[config.mk]
export PLATFORM = sky130hd
export DESIGN_NAME = memtest
export DESIGN_NICKNAME = d
export VERILOG_FILES = /design/src/wb_pkg.sv /design/src/mem_pkg.sv /design/src/memtest.sv
export SDC_FILE = /design/constraint.sdc
export NUM_CORES = 1
export LEC_CHECK = 0
export ABC_AREA = 1
export BUFFER_PORTS_ARGS = -buffer_cell sky130_fd_sc_hd__buf_2
export CAP_MARGIN = 20
export CORE_MARGIN = 2
export CORE_UTILIZATION = 30
export DETAILED_ROUTE_END_ITERATION = 16
export HOLD_SLACK_MARGIN = 0.03
export PLACE_DENSITY_LB_ADDON = 0.1
export SLEW_MARGIN = 20
export SYNTH_ARGS = -nofsm -noshare
export SYNTH_HDL_FRONTEND = slang
export SYNTH_SLANG_ARGS = --single-unit
export TNS_END_PERCENT = 50
[constraint.sdc]
create_clock -name clk_i -period 7.3 [get_ports clk_i]
set_input_delay 0.73 -clock clk_i [delete_from_list [all_inputs] [get_ports clk_i]]
set_output_delay 0.73 -clock clk_i [all_outputs]
set_load 0.01 [all_outputs]
[src/wb_pkg.sv]
// Register bus widths, slave select field and register map, used by every bus slave and the top
package wb_pkg;

	localparam int WB_AW    = 11;
	localparam int WB_DW    = 32;
	localparam int N_SLAVES = 3;

	// Slave select in the upper address bits
	localparam int SEL_MSB = 10;
	localparam int SEL_LSB = 9;
	localparam int SEL_W   = SEL_MSB - SEL_LSB + 1;

	localparam int SLV_AUX = 0;
	localparam int SLV_MT  = 1;
	localparam int SLV_DMA = 2;

	// --------------------
	// Register offsets
	// --------------------

	localparam int OFS_W = 2;

	// Memory tester
	localparam logic [OFS_W-1:0] MT_ADDR = 2'd0;
	localparam logic [OFS_W-1:0] MT_CMD  = 2'd1;
	localparam logic [OFS_W-1:0] MT_STAT = 2'd2;
	localparam int MT_BUF_BIT    = 8;
	localparam int CMD_RW_BIT    = 8;
	localparam int CMD_CHK_BIT   = 9;
	localparam int CMD_START_BIT = 15;

	// Scanout DMA
	localparam logic [OFS_W-1:0] DMA_BASE     = 2'd0;
	localparam logic [OFS_W-1:0] DMA_LINE_LEN = 2'd1;
	localparam logic [OFS_W-1:0] DMA_LINES    = 2'd2;
	localparam logic [OFS_W-1:0] DMA_STAT     = 2'd3;

endpackage

[src/mem_pkg.sv]
// Memory interface widths and burst encoding, used by both masters, the arbiter and the memory
package mem_pkg;

	// --------------------
	// Word sizes
	// --------------------

	// Word address, not byte address
	localparam int ADDR_W = 32;
	localparam int DATA_W = 32;

	// Burst length field, value n moves n+1 words
	localparam int LEN_W = 7;

	// --------------------
	// Timing and encoding
	// --------------------

	// From request accept to the first read strobe
	localparam int RD_LAT = 2;

	// Direction carried on rw
	localparam logic RW_WRITE = 1'b0;
	localparam logic RW_READ  = 1'b1;

endpackage
[src/memtest.sv]
// Memory tester: bus-loaded word buffer sent to or filled from memory in bursts, with read compare
module memtest #(
	parameter int BUF_WORDS = 16
) (
	input  logic                         clk_i,
	input  logic                         rst_i,
	input  logic [wb_pkg::WB_AW-1:0]     wb_addr_i,
	input  logic [wb_pkg::WB_DW-1:0]     wb_wdata_i,
	input  logic                         wb_we_i,
	input  logic                         wb_cyc_i,
	output logic [wb_pkg::WB_DW-1:0]     wb_rdata_o,
	output logic                         wb_ack_o,
	output logic [mem_pkg::ADDR_W-1:0]   mi_addr_o,
	output logic [mem_pkg::LEN_W-1:0]    mi_len_o,
	output logic                         mi_rw_o,
	output logic                         mi_valid_o,
	input  logic                         mi_ready_i,
	output logic [mem_pkg::DATA_W-1:0]   mi_wdata_o,
	input  logic                         mi_wack_i,
	input  logic [mem_pkg::DATA_W-1:0]   mi_rdata_i,
	input  logic                         mi_rstb_i
);

	localparam int BW = $clog2(BUF_WORDS);

	logic [mem_pkg::DATA_W-1:0] buf_mem [BUF_WORDS];
	logic [BW-1:0]              ptr;
	logic [BW-1:0]              buf_idx;
	logic [mem_pkg::LEN_W-1:0]  cnt;
	logic [mem_pkg::ADDR_W-1:0] addr_q;
	logic [mem_pkg::LEN_W-1:0]  len_q;
	logic                       rw_q;
	logic                       check_q;
	logic                       busy_q;
	logic                       mismatch_q;
	logic [wb_pkg::OFS_W-1:0]   ofs;
	logic [wb_pkg::WB_DW-1:0]   reg_rdata;
	logic                       bus_stb;
	logic                       bus_wr;
	logic                       buf_sel;
	logic                       cmd_wr;
	logic                       start;
	logic                       xfer;

	assign bus_stb = wb_cyc_i & ~wb_ack_o;
	assign bus_wr  = bus_stb & wb_we_i;
	assign buf_sel = wb_addr_i[wb_pkg::MT_BUF_BIT];
	assign buf_idx = wb_addr_i[BW-1:0];
	assign ofs     = wb_addr_i[wb_pkg::OFS_W-1:0];

	// Commands are ignored while a burst runs
	assign cmd_wr = bus_wr & ~buf_sel & (ofs == wb_pkg::MT_CMD) & ~busy_q;
	assign start  = cmd_wr & wb_wdata_i[wb_pkg::CMD_START_BIT];
	assign xfer   = mi_wack_i | mi_rstb_i;

	assign mi_addr_o  = addr_q;
	assign mi_len_o   = len_q;
	assign mi_rw_o    = rw_q;
	assign mi_wdata_o = buf_mem[ptr];

	// --------------------
	// Burst engine
	// --------------------

	always_ff @(posedge clk_i) begin
		if (rst_i) begin
			wb_ack_o   <= 1'b0;
			mi_valid_o <= 1'b0;
			busy_q     <= 1'b0;
			mismatch_q <= 1'b0;
			ptr        <= '0;
			cnt        <= '0;
		end else begin
			wb_ack_o <= bus_stb;
			if (start) begin
				busy_q     <= 1'b1;
				mismatch_q <= 1'b0;
				mi_valid_o <= 1'b1;
				ptr        <= '0;
				cnt        <= '0;
			end
			if (mi_valid_o & mi_ready_i)
				mi_valid_o <= 1'b0;
			if (xfer) begin
				ptr <= ptr + 1'b1;
				cnt <= cnt + 1'b1;
				if (cnt == len_q)
					busy_q <= 1'b0;
			end
			// Sticky until the next start
			if (mi_rstb_i & check_q & (mi_rdata_i != buf_mem[ptr]))
				mismatch_q <= 1'b1;
		end
	end

	// --------------------
	// Registers and buffer
	// --------------------

	always_ff @(posedge clk_i) begin
		if (bus_wr & ~buf_sel & (ofs == wb_pkg::MT_ADDR) & ~busy_q)
			addr_q <= wb_wdata_i;
		if (cmd_wr) begin
			len_q   <= wb_wdata_i[mem_pkg::LEN_W-1:0];
			rw_q    <= wb_wdata_i[wb_pkg::CMD_RW_BIT];
			check_q <= wb_wdata_i[wb_pkg::CMD_CHK_BIT];
		end
		if (bus_wr & buf_sel)
			buf_mem[buf_idx] <= wb_wdata_i;
		if (mi_rstb_i & ~check_q)
			buf_mem[ptr] <= mi_rdata_i;
		wb_rdata_o <= reg_rdata;
	end

	always_comb begin
		reg_rdata = '0;
		if (buf_sel) begin
			reg_rdata = buf_mem[buf_idx];
		end else begin
			case (ofs)
				wb_pkg::MT_ADDR: reg_rdata = addr_q;
				wb_pkg::MT_CMD: begin
					reg_rdata[mem_pkg::LEN_W-1:0]   = len_q;
					reg_rdata[wb_pkg::CMD_RW_BIT]  = rw_q;
					reg_rdata[wb_pkg::CMD_CHK_BIT] = check_q;
				end
				wb_pkg::MT_STAT: reg_rdata[1:0] = {mismatch_q, busy_q};
				default: ;
			endcase
		end
	end

endmodule

==> flow_summary.json <==
{
  "grt_max_degree": 165,
  "ant_nets": 0,
  "finalWirelength_um": 158000,
  "grt-busiest-layer": "met2",
  "cp_num_buf_inv": 3,
  "critPathRequiredTime_ns": 6.57,
  "max_stage_delay_ns": 0.79,
  "post-route-min-period_ns": 4.54,
  "rows": 123,
  "die_area_mm2": 0.117,
  "use_met3_pct": 3.26,
  "antenna_found_initial": 14,
  "synth_top_area_share_pct": 48.5,
  "coreArea_mm2": 0.113,
  "place_inst": 5610,
  "overflow": 0,
  "fmax_mhz": 220,
  "gr-usage-met1_pct": 32.9,
  "layout_common_cells": "1103 x nand2_1, 740 x o21ai_0, 553 x edfxtp_1",
  "syn_area_mm2": 0.0342,
  "slew_headroom_pct": 25.8,
  "ys_ff_latch": 604,
  "cts_tree": "built",
  "via_per_inst": 5.43,
  "yosysTopAreaCell": "edfxtp_1",
  "cts_root_buffer": "clkbuf_16",
  "cp_num_cells": 6,
  "areaGrowthSynthToFinish_pct": 13.1,
  "globalRouteMet2Util_pct": 45.0,
  "rsz0062_at_grt": "no",
  "die_h_um": 342,
  "pwr_density_cell_mw_per_mm2": 226,
  "via_count": 31180,
  "die_w_um": 342,
  "dp_hpwl_um": 95700,
  "cp_common_cell": "nand3_1",
  "cts.htree.levels": 3,
  "pin_count": 188,
  "synthCells": 4223,
  "setup_viol": 0,
  "insertion_delay_ns": 0.65,
  "ys_warn_count": 0,
  "track_usage_pct": 26.6,
  "critPathLaunchType": "flip-flop",
  "fin_crit_sh_pct": 62.2,
  "arrival_ns": 3.81,
  "final_common_cell": "nand2_1",
  "p_leak_nw": 15.1,
  "num-nets-final": 4274,
  "fin_skew_ns": 0.0179,
  "cts_hold_buf": 0,
  "avgSynthCellArea_um2": 8.10,
  "stdcell_count": 5746,
  "worst_r2r_path_depth": 15,
  "synth-main-ff-cell": "edfxtp_1",
  "hold_viol": 0,
  "cts-buffers-inserted": 75,
  "ys_types": 39,
  "post_drt_wl_per_cell_um": 27.5,
  "post_cts_resized": 0,
  "finalSetupTns_ns": 0,
  "end_kind": "output pin",
  "grt_pass1_vias": 29538,
  "globalplace.congestion": 0.835,
  "hold_path_depth": 3,
  "synthTopCellsByArea": "edfxtp_1 49%, nand2_1 12%, o21ai_0 11%",
  "status": "completed",
  "seq_area_frac_synth_pct": 51.5,
  "cts_buffer_depth": 3,
  "initial_core_util_pct": 30.3,
  "layout_setup_ws_ns": 2.76,
  "place_ws_ns": 2.64,
  "cts.sinks": 604,
  "crit_chain": "inv_2, buf_4, nand3_1, nand3_1, nand2_1, buf_2",
  "worst-path-max-fanout": 41,
  "drc": 0,
  "async_flop_share_pct": 0,
  "power_mw": 8.76,
  "drtIter0Drc": 3148,
  "syn_nets": 4310,
  "hp-class": "in -> reg",
  "slowest_stage": "inv_2",
  "port-buffer-count": 181,
  "timing.final.max_slew_violations": 0,
  "drt_pass1_iterations": 6,
  "cap_violations": 0,
  "synth_edf_count": 553,
  "grt_first_pass_wirelength_um": 222000,
  "ir_worst_vdd_uv": 153,
  "drive_gt1_share_pct": 9.78,
  "critical_path_class": "reg -> out",
  "cts_setup_buffers": 0,
  "path_delay_family": "buffers and inverters",
  "worst_pin_slew_ns": 1.11,
  "clkSlewWorstSetupHoldPaths_ns": 0.06
}
==> cells in the mapped netlist, drive strengths merged (2+ instances only) <==
library cell,number
inv,509
o21ai,748
a211oi,3
a22oi,14
a41oi,13
o31ai,8
a31o,13
clkinv,3
nor4,2
xnor2,3
a31oi,3
o211ai,114
o22ai,132
a221oi,4
nand3,452
nand4,17
nor3,6
ha,5
buf,173
o221ai,5
edfxtp,553
nand2,1109
clkbuf,192
a21oi,33
nor2,44
a32oi,2
dfxtp,51
o32ai,8
==> final cells by class <==
type	count	area (um^2)
repair buffers	252	1520
flip-flops and latches	604	17600
diodes	3	7.51
clock inverters	21	124
multi-input cells	2742	13500
inverters	512	1930
clock buffers	112	2160
well taps	1500	1880
fillers	11789	74100
==> state kept, by name, indices dropped and copies added, names as in the netlist, named ones only <==
signal,cells
wb_ack_o,1
busy_q,1
buf_mem,512
mi_valid_o,1
mi_len_o,7
ptr,4
mismatch_q,1
check_q,1
mi_addr_o,32
wb_rdata_o,32
mi_rw_o,1
cnt,7
==> report_power, final <==
group | internal, mW | switching (mW) | total, mW
logic | 0.320 | 0.948 | 1.27
clock network | 2.07 | 1.55 | 3.62
registers | 3.84 | 0.0360 | 3.87
==> metrics by stage <==
stage	area, um^2	hold slack, ns	util [%]
after floorplan	34200	0.445	-
after CTS	38700	0.279	34.3
after global placement	36400	0.433	32.3
after detailed placement	36400	0.438	32.3
final	38700	0.316	34.3
after global routing	38700	0.300	34.3
==> path summary, 6_finish.rpt <==
| kind | startpoint | endpoint | slack [ns] |
|---|---|---|---|
| worst max-delay path | flip-flop | mi_wdata_o[30] | 2.76 |
| worst min-delay path | wb_cyc_i | wb_ack_o$_SDFF_PP0_ | 0.32 |
| worst max register to register | flip-flop | mismatch_q$_SDFFE_PP0P_ | 3.20 |
| worst min register to register | wb_ack_o$_SDFF_PP0_ | wb_ack_o$_SDFF_PP0_ | 0.44 |
==> tightest hold or removal path, cell delays in order <==
cell and delay (ns):
buf_2 0.09, inv_1 0.06, nor3_1 0.04
==> cell families after synthesis <==
kind of cell	after synthesis	share of synthesized area, %
adders and majority gates	5	0.183
and+or+nand+nor	1631	19.7
xor gates and xnor gates	4	0.102
buffers and inverters	877	10.3
AOI/OAI and AO/OA	1102	18.1
DFF	604	51.5
==> routing by layer <==
metal,wire length [um],share of wire (%)
met5,28,0.018
met4,9420,6.0
met3,9580,6.1
met2,76400,48
met1,62700,40
Power figures use the tool's default switching activity.
