### src/wb_pkg.sv
// Register bus widths, slave select field and register map, used by every bus slave and the top
package wb_pkg;

	localparam int WB_AW    = 11;
	localparam int WB_DW    = 32;
	localparam int N_SLAVES = 3;

	// Slave select in the upper address bits
	localparam int SEL_MSB = 10;
	localparam int SEL_LSB = 9;
	localparam int SEL_W   = SEL_MSB - SEL_LSB + 1;

	localparam int SLV_AUX = 0;
	localparam int SLV_MT  = 1;
	localparam int SLV_DMA = 2;

	// --------------------
	// Register offsets
	// --------------------

	localparam int OFS_W = 2;

	// Memory tester
	localparam logic [OFS_W-1:0] MT_ADDR = 2'd0;
	localparam logic [OFS_W-1:0] MT_CMD  = 2'd1;
	localparam logic [OFS_W-1:0] MT_STAT = 2'd2;
	localparam int MT_BUF_BIT    = 8;
	localparam int CMD_RW_BIT    = 8;
	localparam int CMD_CHK_BIT   = 9;
	localparam int CMD_START_BIT = 15;

	// Scanout DMA
	localparam logic [OFS_W-1:0] DMA_BASE     = 2'd0;
	localparam logic [OFS_W-1:0] DMA_LINE_LEN = 2'd1;
	localparam logic [OFS_W-1:0] DMA_LINES    = 2'd2;
	localparam logic [OFS_W-1:0] DMA_STAT     = 2'd3;

endpackage

### src/mem_pkg.sv
// Memory interface widths and burst encoding, used by both masters, the arbiter and the memory
package mem_pkg;

	// --------------------
	// Word sizes
	// --------------------

	// Word address, not byte address
	localparam int ADDR_W = 32;
	localparam int DATA_W = 32;

	// Burst length field, value n moves n+1 words
	localparam int LEN_W = 7;

	// --------------------
	// Timing and encoding
	// --------------------

	// From request accept to the first read strobe
	localparam int RD_LAT = 2;

	// Direction carried on rw
	localparam logic RW_WRITE = 1'b0;
	localparam logic RW_READ  = 1'b1;

endpackage
### src/scanout_dma.sv
// Scanout DMA: reads a frame line by line from memory and emits each word as one pixel
module scanout_dma (
	input  logic                         clk_i,
	input  logic                         rst_i,
	input  logic [wb_pkg::WB_AW-1:0]     wb_addr_i,
	input  logic [wb_pkg::WB_DW-1:0]     wb_wdata_i,
	input  logic                         wb_we_i,
	input  logic                         wb_cyc_i,
	output logic [wb_pkg::WB_DW-1:0]     wb_rdata_o,
	output logic                         wb_ack_o,
	input  logic                         run_i,
	output logic [mem_pkg::ADDR_W-1:0]   mi_addr_o,
	output logic [mem_pkg::LEN_W-1:0]    mi_len_o,
	output logic                         mi_rw_o,
	output logic                         mi_valid_o,
	input  logic                         mi_ready_i,
	input  logic [mem_pkg::DATA_W-1:0]   mi_rdata_i,
	input  logic                         mi_rstb_i,
	output logic [mem_pkg::DATA_W-1:0]   pix_data_o,
	output logic                         pix_valid_o,
	output logic                         frame_done_o
);

	localparam int LINES_W = 16;

	logic [mem_pkg::ADDR_W-1:0] base_q;
	logic [mem_pkg::ADDR_W-1:0] line_addr;
	logic [mem_pkg::LEN_W-1:0]  line_len_q;
	logic [mem_pkg::LEN_W-1:0]  wcnt;
	logic [LINES_W-1:0]         lines_q;
	logic [LINES_W-1:0]         line_cnt;
	logic [wb_pkg::OFS_W-1:0]   ofs;
	logic [wb_pkg::WB_DW-1:0]   reg_rdata;
	logic                       busy_q;
	logic                       run_d;
	logic                       bus_stb;
	logic                       bus_wr;
	logic                       start;
	logic                       last_word;

	assign bus_stb   = wb_cyc_i & ~wb_ack_o;
	assign bus_wr    = bus_stb & wb_we_i & ~busy_q;
	assign ofs       = wb_addr_i[wb_pkg::OFS_W-1:0];
	assign start     = run_i & ~run_d & ~busy_q & (lines_q != '0);
	assign last_word = mi_rstb_i & (wcnt == line_len_q);

	assign mi_addr_o   = line_addr;
	assign mi_len_o    = line_len_q;
	assign mi_rw_o     = mem_pkg::RW_READ;
	assign pix_data_o  = mi_rdata_i;
	assign pix_valid_o = mi_rstb_i;

	// --------------------
	// Frame sequencer
	// --------------------

	always_ff @(posedge clk_i) begin
		if (rst_i) begin
			wb_ack_o     <= 1'b0;
			run_d        <= 1'b0;
			busy_q       <= 1'b0;
			mi_valid_o   <= 1'b0;
			frame_done_o <= 1'b0;
			wcnt         <= '0;
			line_cnt     <= '0;
		end else begin
			wb_ack_o     <= bus_stb;
			run_d        <= run_i;
			frame_done_o <= 1'b0;
			if (start) begin
				busy_q     <= 1'b1;
				mi_valid_o <= 1'b1;
				wcnt       <= '0;
				line_cnt   <= '0;
			end
			if (mi_valid_o & mi_ready_i)
				mi_valid_o <= 1'b0;
			if (mi_rstb_i)
				wcnt <= wcnt + 1'b1;
			if (last_word) begin
				wcnt     <= '0;
				line_cnt <= line_cnt + 1'b1;
				if (line_cnt == lines_q - 1'b1) begin
					busy_q       <= 1'b0;
					frame_done_o <= 1'b1;
				end else begin
					mi_valid_o <= 1'b1;
				end
			end
		end
	end

	// --------------------
	// Registers
	// --------------------

	always_ff @(posedge clk_i) begin
		if (start)
			line_addr <= base_q;
		else if (last_word)
			line_addr <= line_addr + mem_pkg::ADDR_W'(line_len_q) + 1'b1;
		if (bus_wr) begin
			case (ofs)
				wb_pkg::DMA_BASE:     base_q     <= wb_wdata_i;
				wb_pkg::DMA_LINE_LEN: line_len_q <= wb_wdata_i[mem_pkg::LEN_W-1:0];
				wb_pkg::DMA_LINES:    lines_q    <= wb_wdata_i[LINES_W-1:0];
				default: ;
			endcase
		end
		wb_rdata_o <= reg_rdata;
	end

	always_comb begin
		reg_rdata = '0;
		case (ofs)
			wb_pkg::DMA_BASE:     reg_rdata = base_q;
			wb_pkg::DMA_LINE_LEN: reg_rdata[mem_pkg::LEN_W-1:0] = line_len_q;
			wb_pkg::DMA_LINES:    reg_rdata[LINES_W-1:0] = lines_q;
			wb_pkg::DMA_STAT:     reg_rdata[0] = busy_q;
			default: ;
		endcase
	end

endmodule

### config.mk
export PLATFORM = sky130hd
export DESIGN_NAME = scanout_dma
export DESIGN_NICKNAME = d
export VERILOG_FILES = /design/src/wb_pkg.sv /design/src/mem_pkg.sv /design/src/scanout_dma.sv
export SDC_FILE = /design/constraint.sdc
export NUM_CORES = 1
export LEC_CHECK = 0
export BUFFER_PORTS_ARGS = -buffer_cell sky130_fd_sc_hd__clkbuf_2
export CELL_PAD_IN_SITES_DETAIL_PLACEMENT = 0
export CELL_PAD_IN_SITES_GLOBAL_PLACEMENT = 1
export CORE_MARGIN = 5
export CORE_UTILIZATION = 37
export DETAILED_ROUTE_END_ITERATION = 7
export PLACE_DENSITY_LB_ADDON = 0.12
export SETUP_SLACK_MARGIN = 0.05
export SLEW_MARGIN = 20
export SYNTH_ARGS = -nofsm -noshare
export SYNTH_HDL_FRONTEND = slang
export SYNTH_SLANG_ARGS = --single-unit
### constraint.sdc
create_clock -name clk_i -period 3.76 [get_ports clk_i]
set_clock_uncertainty 0.05 [all_clocks]
set_input_delay 0.564 -clock clk_i [delete_from_list [all_inputs] [get_ports clk_i]]
set_output_delay 0.564 -clock clk_i [all_outputs]
set_load 0.03 [all_outputs]
==> out/summary.md <==
The run finished with clean final reports. The worst hold path belongs to the class input port to register. In this run, the number of DRC markers left after iteration 0 of detailed routing was 385.

The fill cell total of the finished layout is 1848. For the estimated wirelength of the detail-placed design, the log shows 13300 um. The final layout contains 839 nets. Synthesis produced a netlist with a net count of 758.

The fraction of synthesized area in multiplexers came out at 0.0306. The logs give 0.439 for the post-route core utilization and 3.16 ns for the data arrival time of the critical path. The synthesized-area fraction occupied by and/or/nand/nor cells is 0.175, and the via count of the first global-routing pass is 5185. Among all stages on the critical path, the largest delay is contributed by sky130_fd_sc_hd__or4b_2.

The proportion of netlist area held by the largest area contributor was 0.370. The hold path depth was 1; the number of register bits inferred by synthesis was 147. The layout-stage area growth over the synthesis result is 16.6%, and the final instance count without filler cells is 992.

Across all register-to-register paths, the minimum setup slack is 0.71 ns. For the number of violations of the max-capacitance limit, the log shows 0. The parity-gate share of the synthesized area counting xor and xnor cells was 0.0706; the number of detailed-routing iterations run before antenna repair was 5. After synthesis, the netlist uses 61 different library cells. Synthesis handed over a netlist of 664 instances. The netlist area before placement was 0.00707 mm2; the placement row count was 50. The total power is 3.95 mW. The logs give 17 for the clock buffer count from CTS and 0 for the number of antenna diodes. Setup repair after global routing left no endpoint under its margin.

Entering global routing, the biggest net connects 46 pins. At the end of routability-driven placement, the weighted congestion stood at 0.819. The adder-cell share of the synthesized area was 0.0223; the max-slew headroom at the worst pin was 0.435. The largest total area in the synthesized netlist belongs to sky130_fd_sc_hd__edfxtp_1. The smallest clock period supported by the final layout is computed as 3.05 ns.

The endpoint with the worst hold slack was base_q[18]. The logs give 0 for the number of failing hold endpoints at the final stage and 3.09 nW for the leakage dissipation. The number of cells after detailed placement was 960. For the register area share after synthesis, the log shows 0.540. Setup violations remaining at the end of the flow were counted as 0. Cell chosen for the clock root: sky130_fd_sc_hd__clkbuf_16.

The longest clock path from root to sink contains 2 buffers. The tools report the number of antenna violations at the first check in global routing as 1. Gates resized during post-CTS repair numbered 0.

The number of hold buffers added after CTS is 0, and the maximum fanout along the worst path is 45. The worst setup path is launched from a register. The data required time of the worst path was 3.87 ns; the power density over cell area was 479 mW/mm2. The initial cell density of the core is 0.377. In the final timing run, aggregate negative setup slack is 0 ns.

After clock tree synthesis, the clock-pin slew on the worst setup and hold paths is 0.06 ns. The complex-gate fraction of the synthesized area was 0.0990. The critical path in this run is classified as register to register.

The final-report max-slew violation count was 0. The H-tree generated during clock tree synthesis spans 4 levels. Number of top-level pins: 190. The fraction of layout cells with a size suffix above 1 is 0.239. Yosys attributes the largest share of cell area to sky130_fd_sc_hd__edfxtp_1 37%, sky130_fd_sc_hd__dfxtp_1 17%, sky130_fd_sc_hd__xnor2_1 5.0%. The main combinational cell family by area after synthesis was simple AND/OR/NAND/NOR gates.

The floorplan step defined a core boundary enclosing 0.0188 mm2. Across the VDD grid, the largest voltage drop is 326 uV. At the pin with the least slew margin, the transition time is 0.847 ns.

The endpoint identified for the worst register-to-register timing path is mi_addr_o[5]. In this run, synthesis inferred 87 flip-flops with an integrated enable. The logs give 28900 um for the global-route wire length before repair and 0 for the synthesis warning total. The floorplan step defined a die boundary enclosing 0.0220 mm2.

The overall die width is 148 um, and the post-synthesis area per instance is 10.6 um2. The worst reg2reg path depth is 8. The signal on the critical path passes through inv_1 -> ha_1 -> or4b_2 -> or4_4 -> and2_4 -> buf_4 -> nor4b_1 -> nor3_1. The later pin in the worst-skew pair is clocked with a latency of 0.42 ns. The logs give 0 for the leftover overflow at the end of global routing and 0 for the count of buffers added by post-CTS timing repair for setup.

In this run the remaining antenna-violating nets after routing total 0. For this run, the top clock speed supported by timing is 328 MHz. Buffers placed on the I/O ports in this run total 115. The via-per-instance ratio was 5.22. For this design, the sink count on the clock tree is 147. The startpoint of the tightest hold check path is wb_wdata_i[18].

The fraction of registers with async set or reset after synthesis works out to 0. The most used flip-flop cell after synthesis is sky130_fd_sc_hd__edfxtp_1. In the final routed layout, each cell accounts on average for 18.4 um. The final cell area excluding filler cells is 0.00824 mm2. The final cycle utilization of the critical path is 0.811, and the die extent in y is 148 um.

For the count of vias placed by the detailed router, the log shows 5180. The largest incremental delay on the critical path is 0.60 ns. The worst register-to-register path begins at lines_q[0]. The tools report the type of element capturing the critical path as a register. For this run, design rule violations remaining after detail routing come to 0. Summed over all layers, the routed wires come to 18300 um. TritonCTS built the clock tree. The global-route total usage across every layer is 0.169, and the cell area reported after detailed placement is 0.00763 mm2.
==> how the worst max path moves through the flow <==
stage,start,to,slack (ns),cells past startpoint
CTS,mi_len_o[0],mi_addr_o[26],0.55,10
global route,lines_q[0],line_cnt[8],0.58,8
finish,lines_q[0],mi_addr_o[5],0.71,8
floorplan,wb_addr_i[1],base_q[0],0.15,2
global placement,mi_len_o[0],mi_addr_o[26],0.63,10
detailed placement,mi_len_o[0],mi_addr_o[26],0.53,10
==> worst max-delay path, delay by kind of cell (launching register included) <==
family                   cells  cell delay, ns
flip-flops                   1            0.48
adder cells (fa/ha/maj)      1            0.20
buffers and inverters        2            0.40
AND/OR/NAND/NOR              5            1.64
==> layout make-up <==
| type | instances | area [um2] | area share |
|---|---|---|---|
| Tap cell | 234 | 293 | 0.0355 |
| Clock inverter | 11 | 114 | 0.0138 |
| Inverter | 13 | 48.8 | 0.00592 |
| Multi-Input combinational cell | 440 | 2830 | 0.343 |
| Timing Repair Buffer | 126 | 658 | 0.0799 |
| Clock buffer | 21 | 483 | 0.0586 |
| Sequential cell | 147 | 3810 | 0.463 |
==> through the flow <==
step	setup WS [ns]	hold WS (ns)
2_1_floorplan	0.146	0.398
4_1_cts	0.546	0.241
3_5_place_dp	0.533	0.391
6_report	0.711	0.263
5_1_grt	0.577	0.241
3_3_place_gp	0.629	0.384
==> synth_stat cells, types with 17 or more instances <==
master,number
sky130_fd_sc_hd__xor2_1,17
sky130_fd_sc_hd__nand2_1,55
sky130_fd_sc_hd__edfxtp_1,87
sky130_fd_sc_hd__o21ai_0,40
sky130_fd_sc_hd__and2_1,18
sky130_fd_sc_hd__dfxtp_1,60
sky130_fd_sc_hd__clkbuf_1,21
sky130_fd_sc_hd__xnor2_1,40
sky130_fd_sc_hd__nor2_1,54
sky130_fd_sc_hd__a21oi_1,34
sky130_fd_sc_hd__buf_4,36
sky130_fd_sc_hd__nand3_1,20
==> report_power, final <==
group	total, mW	switching (mW)	internal, mW
combinational	0.404	0.272	0.132
sequential	1.83	0.0508	1.78
clock	1.72	0.713	1.00
==> cell usage in the layout (no fill, tap or decap), types with 5 or more instances in the layout <==
| master | netlist | routed |
|---|---|---|
| sky130_fd_sc_hd__a211oi_1 | 7 | 7 |
| sky130_fd_sc_hd__a21o_1 | 6 | 6 |
| sky130_fd_sc_hd__a21oi_1 | 34 | 34 |
| sky130_fd_sc_hd__a31oi_1 | 5 | 5 |
| sky130_fd_sc_hd__and2_1 | 18 | 18 |
| sky130_fd_sc_hd__and3_1 | 11 | 11 |
| sky130_fd_sc_hd__buf_4 | 36 | 11 |
| sky130_fd_sc_hd__clkbuf_16 | 0 | 19 |
| sky130_fd_sc_hd__clkbuf_2 | 0 | 115 |
| sky130_fd_sc_hd__clkinvlp_4 | 0 | 5 |
| sky130_fd_sc_hd__dfxtp_1 | 60 | 60 |
| sky130_fd_sc_hd__edfxtp_1 | 87 | 87 |
| sky130_fd_sc_hd__ha_1 | 11 | 11 |
| sky130_fd_sc_hd__inv_1 | 12 | 12 |
| sky130_fd_sc_hd__mux2i_1 | 16 | 16 |
| sky130_fd_sc_hd__nand2_1 | 55 | 55 |
| sky130_fd_sc_hd__nand3_1 | 20 | 20 |
| sky130_fd_sc_hd__nand3b_1 | 5 | 5 |
| sky130_fd_sc_hd__nand4_1 | 12 | 12 |
| sky130_fd_sc_hd__nor2_1 | 54 | 53 |
| sky130_fd_sc_hd__nor2b_1 | 7 | 7 |
| sky130_fd_sc_hd__nor3_1 | 11 | 10 |
| sky130_fd_sc_hd__nor3b_1 | 7 | 6 |
| sky130_fd_sc_hd__nor4_1 | 8 | 8 |
| sky130_fd_sc_hd__o21ai_0 | 40 | 40 |
| sky130_fd_sc_hd__xnor2_1 | 40 | 40 |
| sky130_fd_sc_hd__xor2_1 | 17 | 17 |
==> registers in the layout (all words and copies together) (netlist names) <==
signal / flops
base_q: 32
mi_addr_o: 32
wb_rdata_o: 32
line_cnt: 16
lines_q: 16
mi_len_o: 7
wcnt: 7
busy_q: 1
frame_done_o: 1
mi_valid_o: 1
run_d: 1
wb_ack_o: 1
==> layer usage <==
metal  vias to the layer above  global-route usage  routed length, um
met2                       168               0.260               8250
met4                         2              0.0587                266
met1                      2464               0.229               8610
li1                       2511                   -                  -
met5                         -                   0                 13
met3                        35              0.0454               1150
==> kinds of logic (layout without fill, tap and decap cells) <==
family | Yosys count | after routing
AO/OA/AOI/OAI | 116 | 116
multiplexers | 20 | 20
adder cells (fa/ha/maj) | 12 | 12
flip-flops | 147 | 147
buffers and inverters | 77 | 171
XOR/XNOR | 57 | 57
AND/OR/NAND/NOR | 234 | 234
other | 1 | 1
Power figures use the tool's default switching activity.
