File: config.mk
export PLATFORM = sky130hd
export DESIGN_NAME = mem_arbiter
export DESIGN_NICKNAME = d
export VERILOG_FILES = /design/src/mem_pkg.sv /design/src/mem_arbiter.sv
export SDC_FILE = /design/constraint.sdc
export NUM_CORES = 1
export LEC_CHECK = 0
export BUFFER_PORTS_ARGS = -buffer_cell sky130_fd_sc_hd__buf_2
export CAP_MARGIN = 20
export CORE_AREA = 5 5 124 126
export DETAILED_ROUTE_END_ITERATION = 7
export DIE_AREA = 0 0 129 131
export SLEW_MARGIN = 10
export SYNTH_ARGS = -nofsm -noshare
export SYNTH_HDL_FRONTEND = slang
export SYNTH_SLANG_ARGS = --single-unit
File: constraint.sdc
create_clock -name clk_i -period 2.1 [get_ports clk_i]
set_clock_uncertainty 0.15 [all_clocks]
set_input_delay 0.21 -clock clk_i [delete_from_list [all_inputs] [get_ports clk_i]]
set_output_delay 0.21 -clock clk_i [all_outputs]
set_load 0.02 [all_outputs]
File: src/mem_pkg.sv
// Memory interface widths and burst encoding, used by both masters, the arbiter and the memory
package mem_pkg;

	// --------------------
	// Word sizes
	// --------------------

	// Word address, not byte address
	localparam int ADDR_W = 32;
	localparam int DATA_W = 32;

	// Burst length field, value n moves n+1 words
	localparam int LEN_W = 7;

	// --------------------
	// Timing and encoding
	// --------------------

	// From request accept to the first read strobe
	localparam int RD_LAT = 2;

	// Direction carried on rw
	localparam logic RW_WRITE = 1'b0;
	localparam logic RW_READ  = 1'b1;

endpackage
File: src/mem_arbiter.sv
// Two-master memory arbiter that only moves the grant between bursts
module mem_arbiter (
	input  logic                         clk_i,
	input  logic                         rst_i,
	input  logic                         sel_i,
	input  logic [mem_pkg::ADDR_W-1:0]   m0_addr_i,
	input  logic [mem_pkg::LEN_W-1:0]    m0_len_i,
	input  logic                         m0_rw_i,
	input  logic                         m0_valid_i,
	output logic                         m0_ready_o,
	input  logic [mem_pkg::DATA_W-1:0]   m0_wdata_i,
	output logic                         m0_wack_o,
	output logic [mem_pkg::DATA_W-1:0]   m0_rdata_o,
	output logic                         m0_rstb_o,
	input  logic [mem_pkg::ADDR_W-1:0]   m1_addr_i,
	input  logic [mem_pkg::LEN_W-1:0]    m1_len_i,
	input  logic                         m1_rw_i,
	input  logic                         m1_valid_i,
	output logic                         m1_ready_o,
	input  logic [mem_pkg::DATA_W-1:0]   m1_wdata_i,
	output logic                         m1_wack_o,
	output logic [mem_pkg::DATA_W-1:0]   m1_rdata_o,
	output logic                         m1_rstb_o,
	output logic [mem_pkg::ADDR_W-1:0]   s_addr_o,
	output logic [mem_pkg::LEN_W-1:0]    s_len_o,
	output logic                         s_rw_o,
	output logic                         s_valid_o,
	input  logic                         s_ready_i,
	output logic [mem_pkg::DATA_W-1:0]   s_wdata_o,
	input  logic                         s_wack_i,
	input  logic [mem_pkg::DATA_W-1:0]   s_rdata_i,
	input  logic                         s_rstb_i
);

	logic                     gnt;
	logic                     accept;
	// Words still owed by the memory for the accepted burst
	logic [mem_pkg::LEN_W:0]  pend;

	assign accept = s_valid_o & s_ready_i;

	assign s_addr_o  = gnt ? m1_addr_i  : m0_addr_i;
	assign s_len_o   = gnt ? m1_len_i   : m0_len_i;
	assign s_rw_o    = gnt ? m1_rw_i    : m0_rw_i;
	assign s_valid_o = gnt ? m1_valid_i : m0_valid_i;
	assign s_wdata_o = gnt ? m1_wdata_i : m0_wdata_i;

	assign m0_ready_o = s_ready_i & ~gnt;
	assign m1_ready_o = s_ready_i & gnt;
	assign m0_wack_o  = s_wack_i & ~gnt;
	assign m1_wack_o  = s_wack_i & gnt;
	assign m0_rstb_o  = s_rstb_i & ~gnt;
	assign m1_rstb_o  = s_rstb_i & gnt;
	assign m0_rdata_o = s_rdata_i;
	assign m1_rdata_o = s_rdata_i;

	always_ff @(posedge clk_i) begin
		if (rst_i) begin
			gnt  <= 1'b0;
			pend <= '0;
		end else begin
			if (accept)
				pend <= {1'b0, s_len_o} + 1'b1;
			else if (s_wack_i | s_rstb_i)
				pend <= pend - 1'b1;
			if ((pend == '0) && !accept)
				gnt <= sel_i;
		end
	end

endmodule

==> results of run 1 <==
final cells by class:
class                      instances  area, µm²
inverter                           5       18.8
tap                              184        230
timing repair buffer             232       1180
clock inverter                     1       5.00
multi-input combinational        143       1360
clock buffer                       3       75.1
sequential                         9        184
fill                            1610      11200
sequential cells by signal, summed over array words and instances, names as in the netlist:
register,flops
pend,8
gnt,1
report_power, final:
group | internal (mW) | leakage, nW | switching (mW)
clock | 0.251 | 0.0409 | 0.0879
combinational | 0.521 | 1.38 | 0.621
sequential | 0.206 | 0.0751 | 0.0525
total | 0.978 | 1.49 | 0.762
kinds of logic (layout without fill, tap and decap cells):
kind of cell | Yosys count | after routing | share of synthesized area [%]
AOI/OAI and AO/OA | 18 | 18 | 7.22
and+or+nand+nor | 39 | 39 | 11.4
adders and majority gates | 3 | 3 | 1.81
xor gates and xnor gates | 8 | 8 | 3.37
buffers and inverters | 80 | 241 | 26.9
muxes | 75 | 75 | 40.6
DFF | 9 | 9 | 8.66
worst max-delay path, delay by kind of cell, from the launching register on:
family,cells,cell delay [ps]
muxes,1,420
DFF,1,480
buffers and inverters,2,480
how the worst max path moves through the flow:
stage | startpoint | slack [ps] | endpoint | cells after the start
floorplan | gnt | 4 | pend[4] | 10
global placement | gnt | 240 | s_wdata_o[16] | 3
detailed placement | gnt | 240 | s_wdata_o[16] | 3
CTS | gnt | 90 | s_wdata_o[16] | 3
global route | gnt | 40 | s_wdata_o[17] | 3
finish | gnt | 90 | s_wdata_o[16] | 3
per-layer routing:
metal	global-route usage (%)	wire length, µm	vias up
met2	19.9	5760	139
li1	-	-	1091
met4	1.30	68	0
met3	2.85	819	10
met5	0	0	-
met1	12.8	3910	1007
cell usage in the layout, fill, tap and decap left out, drive strengths merged, types with 4 or more instances in the layout:
cell type / instances
buf: 232
mux2: 72
dfxtp: 9
inv: 5
and2: 5
nor2: 5
nand4: 5
nand2: 5
nor2b: 4
o21ai: 4
xnor2: 4
xor2: 4
repair_timing:
item / 4_1_cts / 5_1_grt
gates resized for setup: 1 / 0
setup endpoints to repair: 4 / 0
buffers inserted: 0 / 0
==> results.md, run 1 <==
* Die Wd at 129 µm
* Die height at 131 µm
* Htree depth at 1
* Min-delay src: sel_i
* I/O pin cnt at 327
* Hold Path Sink: gnt
* Final period util at 95.7%
* Final non-filler cell total at 577
* Slew Limit Fails at 0
* Worst R2R End: pend[4]
* Final WS setup at 89.5 ps
* Leakage power at 1.49 nW
* Clk slew on worst S/H paths at 40 ps
* Outcome: finished clean
* Number of synthesized flops with an enable pin at 0
* Antenna viol nets, final at 0
* CP Cell Sequence: buf_6 -> mux2_2 -> buf_2
* RSZ-0062 raised after global routing: no
* Measured slew at the worst slew-check pin at 635 ps
* Mapped Area at 2080 µm²
* Pre-CTS setup slack at 244 ps
* Worst skew pair latency at 240 ps
* Area Overhead vs Synth at 46.8%
* Ys async rst share at 0%
* Sequential area share after synthesis at 8.66%
* Syn_nets at 419
* F_max at 0.497 GHz
* Die area at 16900 µm²
* Initial Utilization at 14.6%
* Largest net degree at the start of global routing at 39
* Data arrival, critical path at 1650 ps
* Hold Fails Final Rpt at 0
* Post-synth top cells: mux2_2 (71), buf_4 (64), buf_2 (9), dfxtp_1 (9)
* Gr ovfl total at 0
* Critical Path Sink Type: primary output
* DP Cell Count at 573
* Initial antenna violation count at 0
* Synth area leader: mux2_2
* Clk sinks at 9
* CTS tree: built
* Required time of the critical path at 1740 ps
* Pwr/cell area at 570 nW/µm²
* Number of cells on the worst reg-to-reg path at 6
* Max Buffers Root-to-Sink at 2
* Synth Flop Type: dfxtp_1
* CTS Buf Count at 3
* Yosys warns at 0
* Post-DP Area at 2970 µm²
* RePlAce Congestion at 0.766
* Core Util, Final at 21.5%
* Synth area leaders: mux2_2 (38%), buf_4 (23%), dfxtp_1 (8.7%)
* WL/cell at 18.3 µm
* Worst Hold Class: in2reg
* Clk Tree Root Cell: clkbuf_16
* Routed WL at 10600 µm
* Hpwl dp at 9580 µm
* NumNets Final at 581
* Setup Viol. Count Final at 0
* Setup TNS at 0 ps
* Hold Path Cell Cnt at 3
* Number of synthesized register bits at 9
* First-pass GRT wire length at 13500 µm
* Relative slew slack at 57.2%
* Reg2Reg Launch Point: gnt
* Tot Pwr at 1.74 mW
* Pre-Repair DR Iteration Count at 4
* Diode count at 0
* Mapped Cells at 232
* DRC Markers at 0
* Syn Area/Cell at 8.96 µm²
* Top cell type's share of synthesized area at 38.4%
* Worst VDD drop at 0.000225 V
* Critical path peak fanout at 32
* Worst R2R Setup Slack at 260 ps
* Yosys cell types at 39
* Number of DRC markers in iteration 0 at 85
* Post-CTS Hold Fix Bufs at 0
* Most numerous cell in the Yosys netlist: mux2_2
* Slowest cell delay on critical path at 480 ps
* Layout cell share with drive strength beyond 1 at 79.9%
* Via count at 2247
* CP startpoint kind: flop
* Port bufs at 230
* Final Critical Period at 2010 ps
* Design area at 3050 µm²
* Crit Path Class: reg2out
* MaxCap Viol Count at 0
* Rows at 44
* Vias per cell at 3.89
* Core area at 14200 µm²
* Tot GR Track Use at 10.8%
* WHS at 64.4 ps
* Number of global-route vias before repair at 2120
* Crit-path slowest cell: dfxtp_4
(Power assumes the default switching activity.)
==> run 2, diff against run 1 <==
--- a/config.mk
+++ b/config.mk
@@ -10,6 +10,7 @@
 export CORE_AREA = 5 5 124 126
 export DETAILED_ROUTE_END_ITERATION = 7
 export DIE_AREA = 0 0 129 131
+export MAX_ROUTING_LAYER = met4
 export SLEW_MARGIN = 10
 export SYNTH_ARGS = -nofsm -noshare
 export SYNTH_HDL_FRONTEND = slang
==> run 2 against run 1 <==
Effect of this change: count of clock-buffer cells in the layout stayed put; critical path depth stayed put; global-route usage is 0.33 points higher; highest routed layer unchanged; non-clock buffer count stayed put; worst setup slack worse by 5.3 ps; die area stayed put; register-to-register slack hardly changed; sequential share of layout area stayed put; maximum frequency is 0.26% lower; cell count stayed put; critical endpoint unchanged; routed wire length is 0.11% higher.
==> results.md, run 2 (synthesis results as in run 1) <==
* Port bufs at 230 (unchanged)
* Tot Pwr at 1.74 mW (about the same)
* Relative slew slack at 59.3% (+2.1 points)
* Die height at 131 µm (unchanged)
* RePlAce Congestion at 0.776 (+1.3%)
* Pre-Repair DR Iteration Count at 4 (unchanged)
* Required time of the critical path at 1740 ps (about the same)
* Initial Utilization at 14.6% (unchanged)
* Worst VDD drop at 0.000226 V (about the same)
* Largest registers: pend: 8 flops, gnt: 1 flops
* RSZ-0062 raised after global routing: no
* Number of DRC markers in iteration 0 at 76 (-11%)
* Worst Hold Class: in2reg
* Die Wd at 129 µm (unchanged)
* CTS tree: built
* Critical Path Sink Type: primary output
* Layout cell share with drive strength beyond 1 at 79.9% (unchanged)
* Critical path peak fanout at 32 (unchanged)
* Worst skew pair latency at 240 ps (about the same)
* Hold Fails Final Rpt at 0 (unchanged)
* Most common cell after layout, fill and taps aside: buf_2
* Data arrival, critical path at 1660 ps (about the same)
* Clk slew on worst S/H paths at 40 ps (about the same)
* Final period util at 96.0% (+0.25 points)
* Hpwl dp at 9580 µm (unchanged)
* Pwr/cell area at 571 nW/µm² (about the same)
* Final Critical Period at 2020 ps (+5.26 ps)
* Core area at 14200 µm² (unchanged)
* CTS Buf Count at 3 (unchanged)
* Crit Path Class: reg2out
* Clk sinks at 9 (unchanged)
* Largest net degree at the start of global routing at 39 (unchanged)
* Vias per cell at 3.85 (-1.2%)
* Setup Viol. Count Final at 0 (unchanged)
* Setup TNS at 0 ps (unchanged)
* Worst R2R Setup Slack at 260 ps (about the same)
* Leakage power at 1.49 nW (unchanged)
* NumNets Final at 581 (unchanged)
* Clk Tree Root Cell: clkbuf_16
* # Post-CTS Setup Buffers at 0 (unchanged)
* WL/cell at 18.3 µm (+0.11%)
* Outcome: finished clean
* MaxCap Viol Count at 0 (unchanged)
* Rows at 44 (unchanged)
* Tot GR Track Use at 11.1% (+0.33 points)
* Biggest register: pend
* F_max at 0.496 GHz (-0.26%)
* Area Overhead vs Synth at 46.8% (unchanged)
* Max reg flops at 8 (unchanged)
* Slew Limit Fails at 0 (unchanged)
* Routed WL at 10600 µm (+0.11%)
* Die area at 16900 µm² (unchanged)
* CP startpoint kind: flop
* Diode count at 0 (unchanged)
* Antenna viol nets, final at 0 (unchanged)
* Via count at 2221 (-1.2%)
* Gr ovfl total at 0 (unchanged)
* Number of global-route vias before repair at 2126 (+0.28%)
* Measured slew at the worst slew-check pin at 604 ps (-31.3 ps)
* Htree depth at 1 (unchanged)
* DRC Markers at 0 (unchanged)
* First-pass GRT wire length at 13500 µm (-0.10%)
* Initial antenna violation count at 0 (unchanged)
* Max Buffers Root-to-Sink at 2 (unchanged)
* I/O pin cnt at 327 (unchanged)
* Most frequent cells in the layout: buf_2 (230), mux2_2 (70), dfxtp_1 (8)
[run 2: power by group]
group | internal (mW) | total, mW | switching [mW]
clock network | 0.251 | 0.339 | 0.0880
registers | 0.206 | 0.258 | 0.0522
logic | 0.521 | 1.14 | 0.623
[run 2: routing by layer]
layer  up-vias  global-route usage, %  wire [µm]
met5         -                      -          0
met4         0                  0.988         29
met3         8                   2.76        820
met2       140                   20.1       5770
met1       986                   12.9       3960
li1       1087                      -          -
[run 2: what timing repair did]
item                       in CTS  in global routing
hold buffers                    0                  0
setup endpoints to repair       4                  0
gates resized for setup         1                  0
[run 2: path summary, 6_finish.rpt]
path | start | endpoint | cells after the start
worst max-delay path | gnt | s_wdata_o[16] | 3
worst min-delay path | sel_i | gnt | 3
worst max register to register | gnt | pend[4] | 6
worst min register to register | pend[7] | pend[7] | 2
[run 2: through the flow]
step                cell area [µm²]  util, %  worst slack, ps  hold WS, ps  cells
finish                         3050     21.5             84.2         64.4    577
global route                   3050     21.5             42.3          103    577
CTS                            3050     21.5             88.1         65.8    577
detailed placement             2970     20.9              244          270    573
global placement               2970     20.9              240          270    573
floorplan                      2110        -             4.32          207    232
[run 2: area by class of cell]
cell class,instances,area (µm²)
timing repair buffer,232,1180
inverter,5,18.8
tap,184,230
sequential,9,184
multi-input combinational,143,1360
clock inverter,1,5.00
clock buffer,3,75.1
fill,1610,11200
[run 2: worst max-delay path: stages (launching register included)]
cell     delay, ps
dfxtp_4        480
buf_6          310
mux2_2         420
buf_2          170
==> run 3, diff against run 2 <==
--- a/config.mk
+++ b/config.mk
@@ -7,9 +7,9 @@
 export LEC_CHECK = 0
 export BUFFER_PORTS_ARGS = -buffer_cell sky130_fd_sc_hd__buf_2
 export CAP_MARGIN = 20
-export CORE_AREA = 5 5 124 126
+export CORE_AREA = 5 5 125 127
 export DETAILED_ROUTE_END_ITERATION = 7
-export DIE_AREA = 0 0 129 131
+export DIE_AREA = 0 0 130 132
 export MAX_ROUTING_LAYER = met4
 export SLEW_MARGIN = 10
 export SYNTH_ARGS = -nofsm -noshare
==> constraint.sdc (replaced) <==
create_clock -name clk_i -period 1.9 [get_ports clk_i]
set_clock_uncertainty 0.15 [all_clocks]
set_input_delay 0.19 -clock clk_i [delete_from_list [all_inputs] [get_ports clk_i]]
set_output_delay 0.19 -clock clk_i [all_outputs]
set_load 0.02 [all_outputs]
==> run 3 against run 2 <==
Effect of this change: via count grew 4.8%; global-route usage grew 1.5 points; power grew 15%; combinational power grew 18%; first-iteration DRC count shrank 17%; worst setup slack lost 58 ps; non-clock buffer count grew 6; cell count grew 1.2%; clock power grew 11%; die area grew 1.5%; critical endpoint is now s_wdata_o[13].
==> results.md, run 3 (synthesis results as in run 1) <==
* Outcome: finished clean
* I/O pin cnt at 327 (unchanged)
* CP startpoint kind: flop
* Hpwl dp at 9830 µm (+2.6%)
* Number of cells on the worst reg-to-reg path at 7 (+1)
* Slew Limit Fails at 0 (unchanged)
* Worst R2R Setup Slack at 80 ps (-180 ps)
* Initial antenna violation count at 0 (unchanged)
* Final Critical Period at 1870 ps
* Routed WL at 11300 µm (+6.5%)
* Max Buffers Root-to-Sink at 2 (unchanged)
* Critical path peak fanout at 23 (-28%)
* F_max at 0.534 GHz
* Tot GR Track Use at 12.6% (+1.5 points)
* Die height at 132 µm (+0.76%)
* Wl on met1 at 4780 µm (+21%)
* Port bufs at 230 (unchanged)
* Worst Setup SP: gnt
* NumNets Final at 587 (+1.0%)
* Biggest register: pend
* Reg power frac at 13.8% (-1.0 points)
* Measured slew at the worst slew-check pin at 572 ps (-31.8 ps)
* DRC Markers at 0 (unchanged)
* Vias per cell at 3.98 (+3.5%)
* Sw Pwr at 0.863 mW (+13%)
* Clock power frac at 18.8% (-0.7 points)
* Required time of the critical path at 1560 ps (-180 ps)
* Number of global-route vias before repair at 2503 (+18%)
* Core area at 14300 µm² (+0.78%)
* Initial Utilization at 14.5% (-0.11 points)
* DP Cell Count at 573 (unchanged)
* Die Wd at 130 µm (+0.78%)
* Gr ovfl total at 0 (unchanged)
* Most frequent cells in the layout: buf_2 (230), mux2_2 (70), dfxtp_1 (8)
* Relative slew slack at 61.5% (+2.1 points)
* Final non-filler cell total at 584 (+1.2%)
* MaxCap Viol Count at 0 (unchanged)
* Largest net degree at the start of global routing at 32 (-18%)
* Internal power of the cells at 1.14 mW (+17%)
* Number of DRC markers in iteration 0 at 63 (-17%)
* Pre-Repair DR Iteration Count at 4 (unchanged)
* Critical Path Sink Type: primary output
* Post-CTS Hold Fix Bufs at 0 (unchanged)
* Most common cell after layout, fill and taps aside: buf_2
* CTS tree: built
* Pre-CTS setup slack at 92.5 ps (-151 ps)
* Met3 WL at 1040 µm (+26%)
* WL/cell at 19.3 µm (+5.2%)
* Leakage power at 1.54 nW (+3.2%)
* Met2 routed WL at 5390 µm (-6.6%)
* Htree depth at 1 (unchanged)
* Worst Hold Class: in2reg
* Reg2Reg Launch Point: gnt
* Hold Fails Final Rpt at 0 (unchanged)
* RSZ-0062 raised after global routing: no
* CTS Buf Count at 3 (unchanged)
* Multi-input logic area at 1360 µm² (unchanged)
* Worst VDD drop at 0.000256 V (+13%)
* Slowest cell delay on critical path at 410 ps (-70 ps)
* Via count at 2327 (+4.8%)
* Hold Path Cell Cnt at 3 (unchanged)
* Clk slew on worst S/H paths at 40 ps (about the same)
* Final period util at 98.6%
* Hold Path Sink: gnt
* Clk Tree Root Cell: clkbuf_16
* Worst R2R End: pend[4]
* Area Overhead vs Synth at 51.7%
* Sw Share at 43.1% (-0.77 points)
* Setup Viol. Count Final at 0 (unchanged)
* FF/Latch Area at 184 µm² (unchanged)
* Rows at 44 (unchanged)
* First-pass GRT wire length at 15800 µm (+18%)
* Logic gate share of total power at 67.4% (+1.7 points)
* Crit-path slowest cell: mux2_2
* Data arrival, critical path at 1530 ps (-130 ps)
* Max reg flops at 8 (unchanged)
* Fill cell count at 1635 (+1.6%)
* Largest registers: pend: 8 flops, gnt: 1 flops
* Worst skew pair latency at 240 ps (about the same)
* Layout cell share with drive strength beyond 1 at 80.5% (+0.55 points)
* RePlAce Congestion at 0.814 (+4.9%)
* Min-delay src: sel_i
* Antenna viol nets, final at 0 (unchanged)
* Die area at 17200 µm² (+1.5%)
* Setup TNS at 0 ps (unchanged)
* Final WS setup at 26.2 ps (-58.0 ps)
* Top layer in use: met4
* CP Cell Sequence: buf_12 -> buf_16 -> mux2_2 -> buf_2
* Crit Path Class: reg2out
* Clk sinks at 9 (unchanged)
* Pwr/cell area at 635 nW/µm² (+11%)
## run 3: cell types whose count changed in the layout (fill, tap and decap cells not counted), sizes merged
cell,delta
clkbuf,+1
bufbuf,+1
clkinv,-1
buf,+5
diode,+1
## run 3: layout make-up
cell class,count,area share [%]
diodes,1,0.0793
clock buffers,4,2.50
inverters,5,0.595
multi-input cells,143,43.0
flip-flops and latches,9,5.83
well taps,184,7.30
repair buffers,238,40.7
## run 3: repair_timing
action,4_1_cts,5_1_grt
buffers inserted,3,2
gates cloned,1,0
resized for setup,1,2
setup endpoints to repair,13,3
## run 3: power groups by stage
| stage | Clock, mW | Combinational (mW) | Sequential, mW |
|---|---|---|---|
| after global routing | 0.388 | 1.44 | 0.282 |
| after CTS | 0.383 | 1.35 | 0.278 |
| after floorplan | 0 | 1.01 | 0.262 |
| final | 0.377 | 1.35 | 0.276 |
| after global placement | 0 | 1.29 | 0.285 |
| after detailed placement | 0 | 1.29 | 0.285 |
## run 3: critical path, delay by kind of cell (launching register included)
family | cells | cell delay [ps]
buf+inv | 3 | 460
mux | 1 | 410
flops | 1 | 400
## run 3: worst max-delay path by stage
stage / end / slack, ps / cells after the start
6_report: s_wdata_o[13] / 30 / 4
5_1_grt: s_wdata_o[10] / 5 / 4
4_1_cts: s_addr_o[12] / 30 / 3
3_5_place_dp: gnt / 90 / 6
3_3_place_gp: gnt / 130 / 6
2_1_floorplan: pend[4] / -110 / 10
## run 3: per-layer routing
layer / vias up / GRT usage (%)
li1: 1107 / -
met1: 1051 / 16.9
met2: 162 / 20.1
met3: 7 / 2.51
met4: 0 / 1.73
met5: - / -
## run 3: metrics by stage
step | power, mW | instance area, µm² | hold WS, ps | utilization [%]
6_report | 2.00 | 3160 | 54.3 | 22.0
5_1_grt | 2.11 | 3150 | 125 | 22.0
4_1_cts | 2.01 | 3120 | 48.3 | 21.8
3_5_place_dp | 1.57 | 2980 | 230 | 20.8
3_3_place_gp | 1.57 | 2980 | 230 | 20.8
2_1_floorplan | 1.28 | 2110 | 187 | -
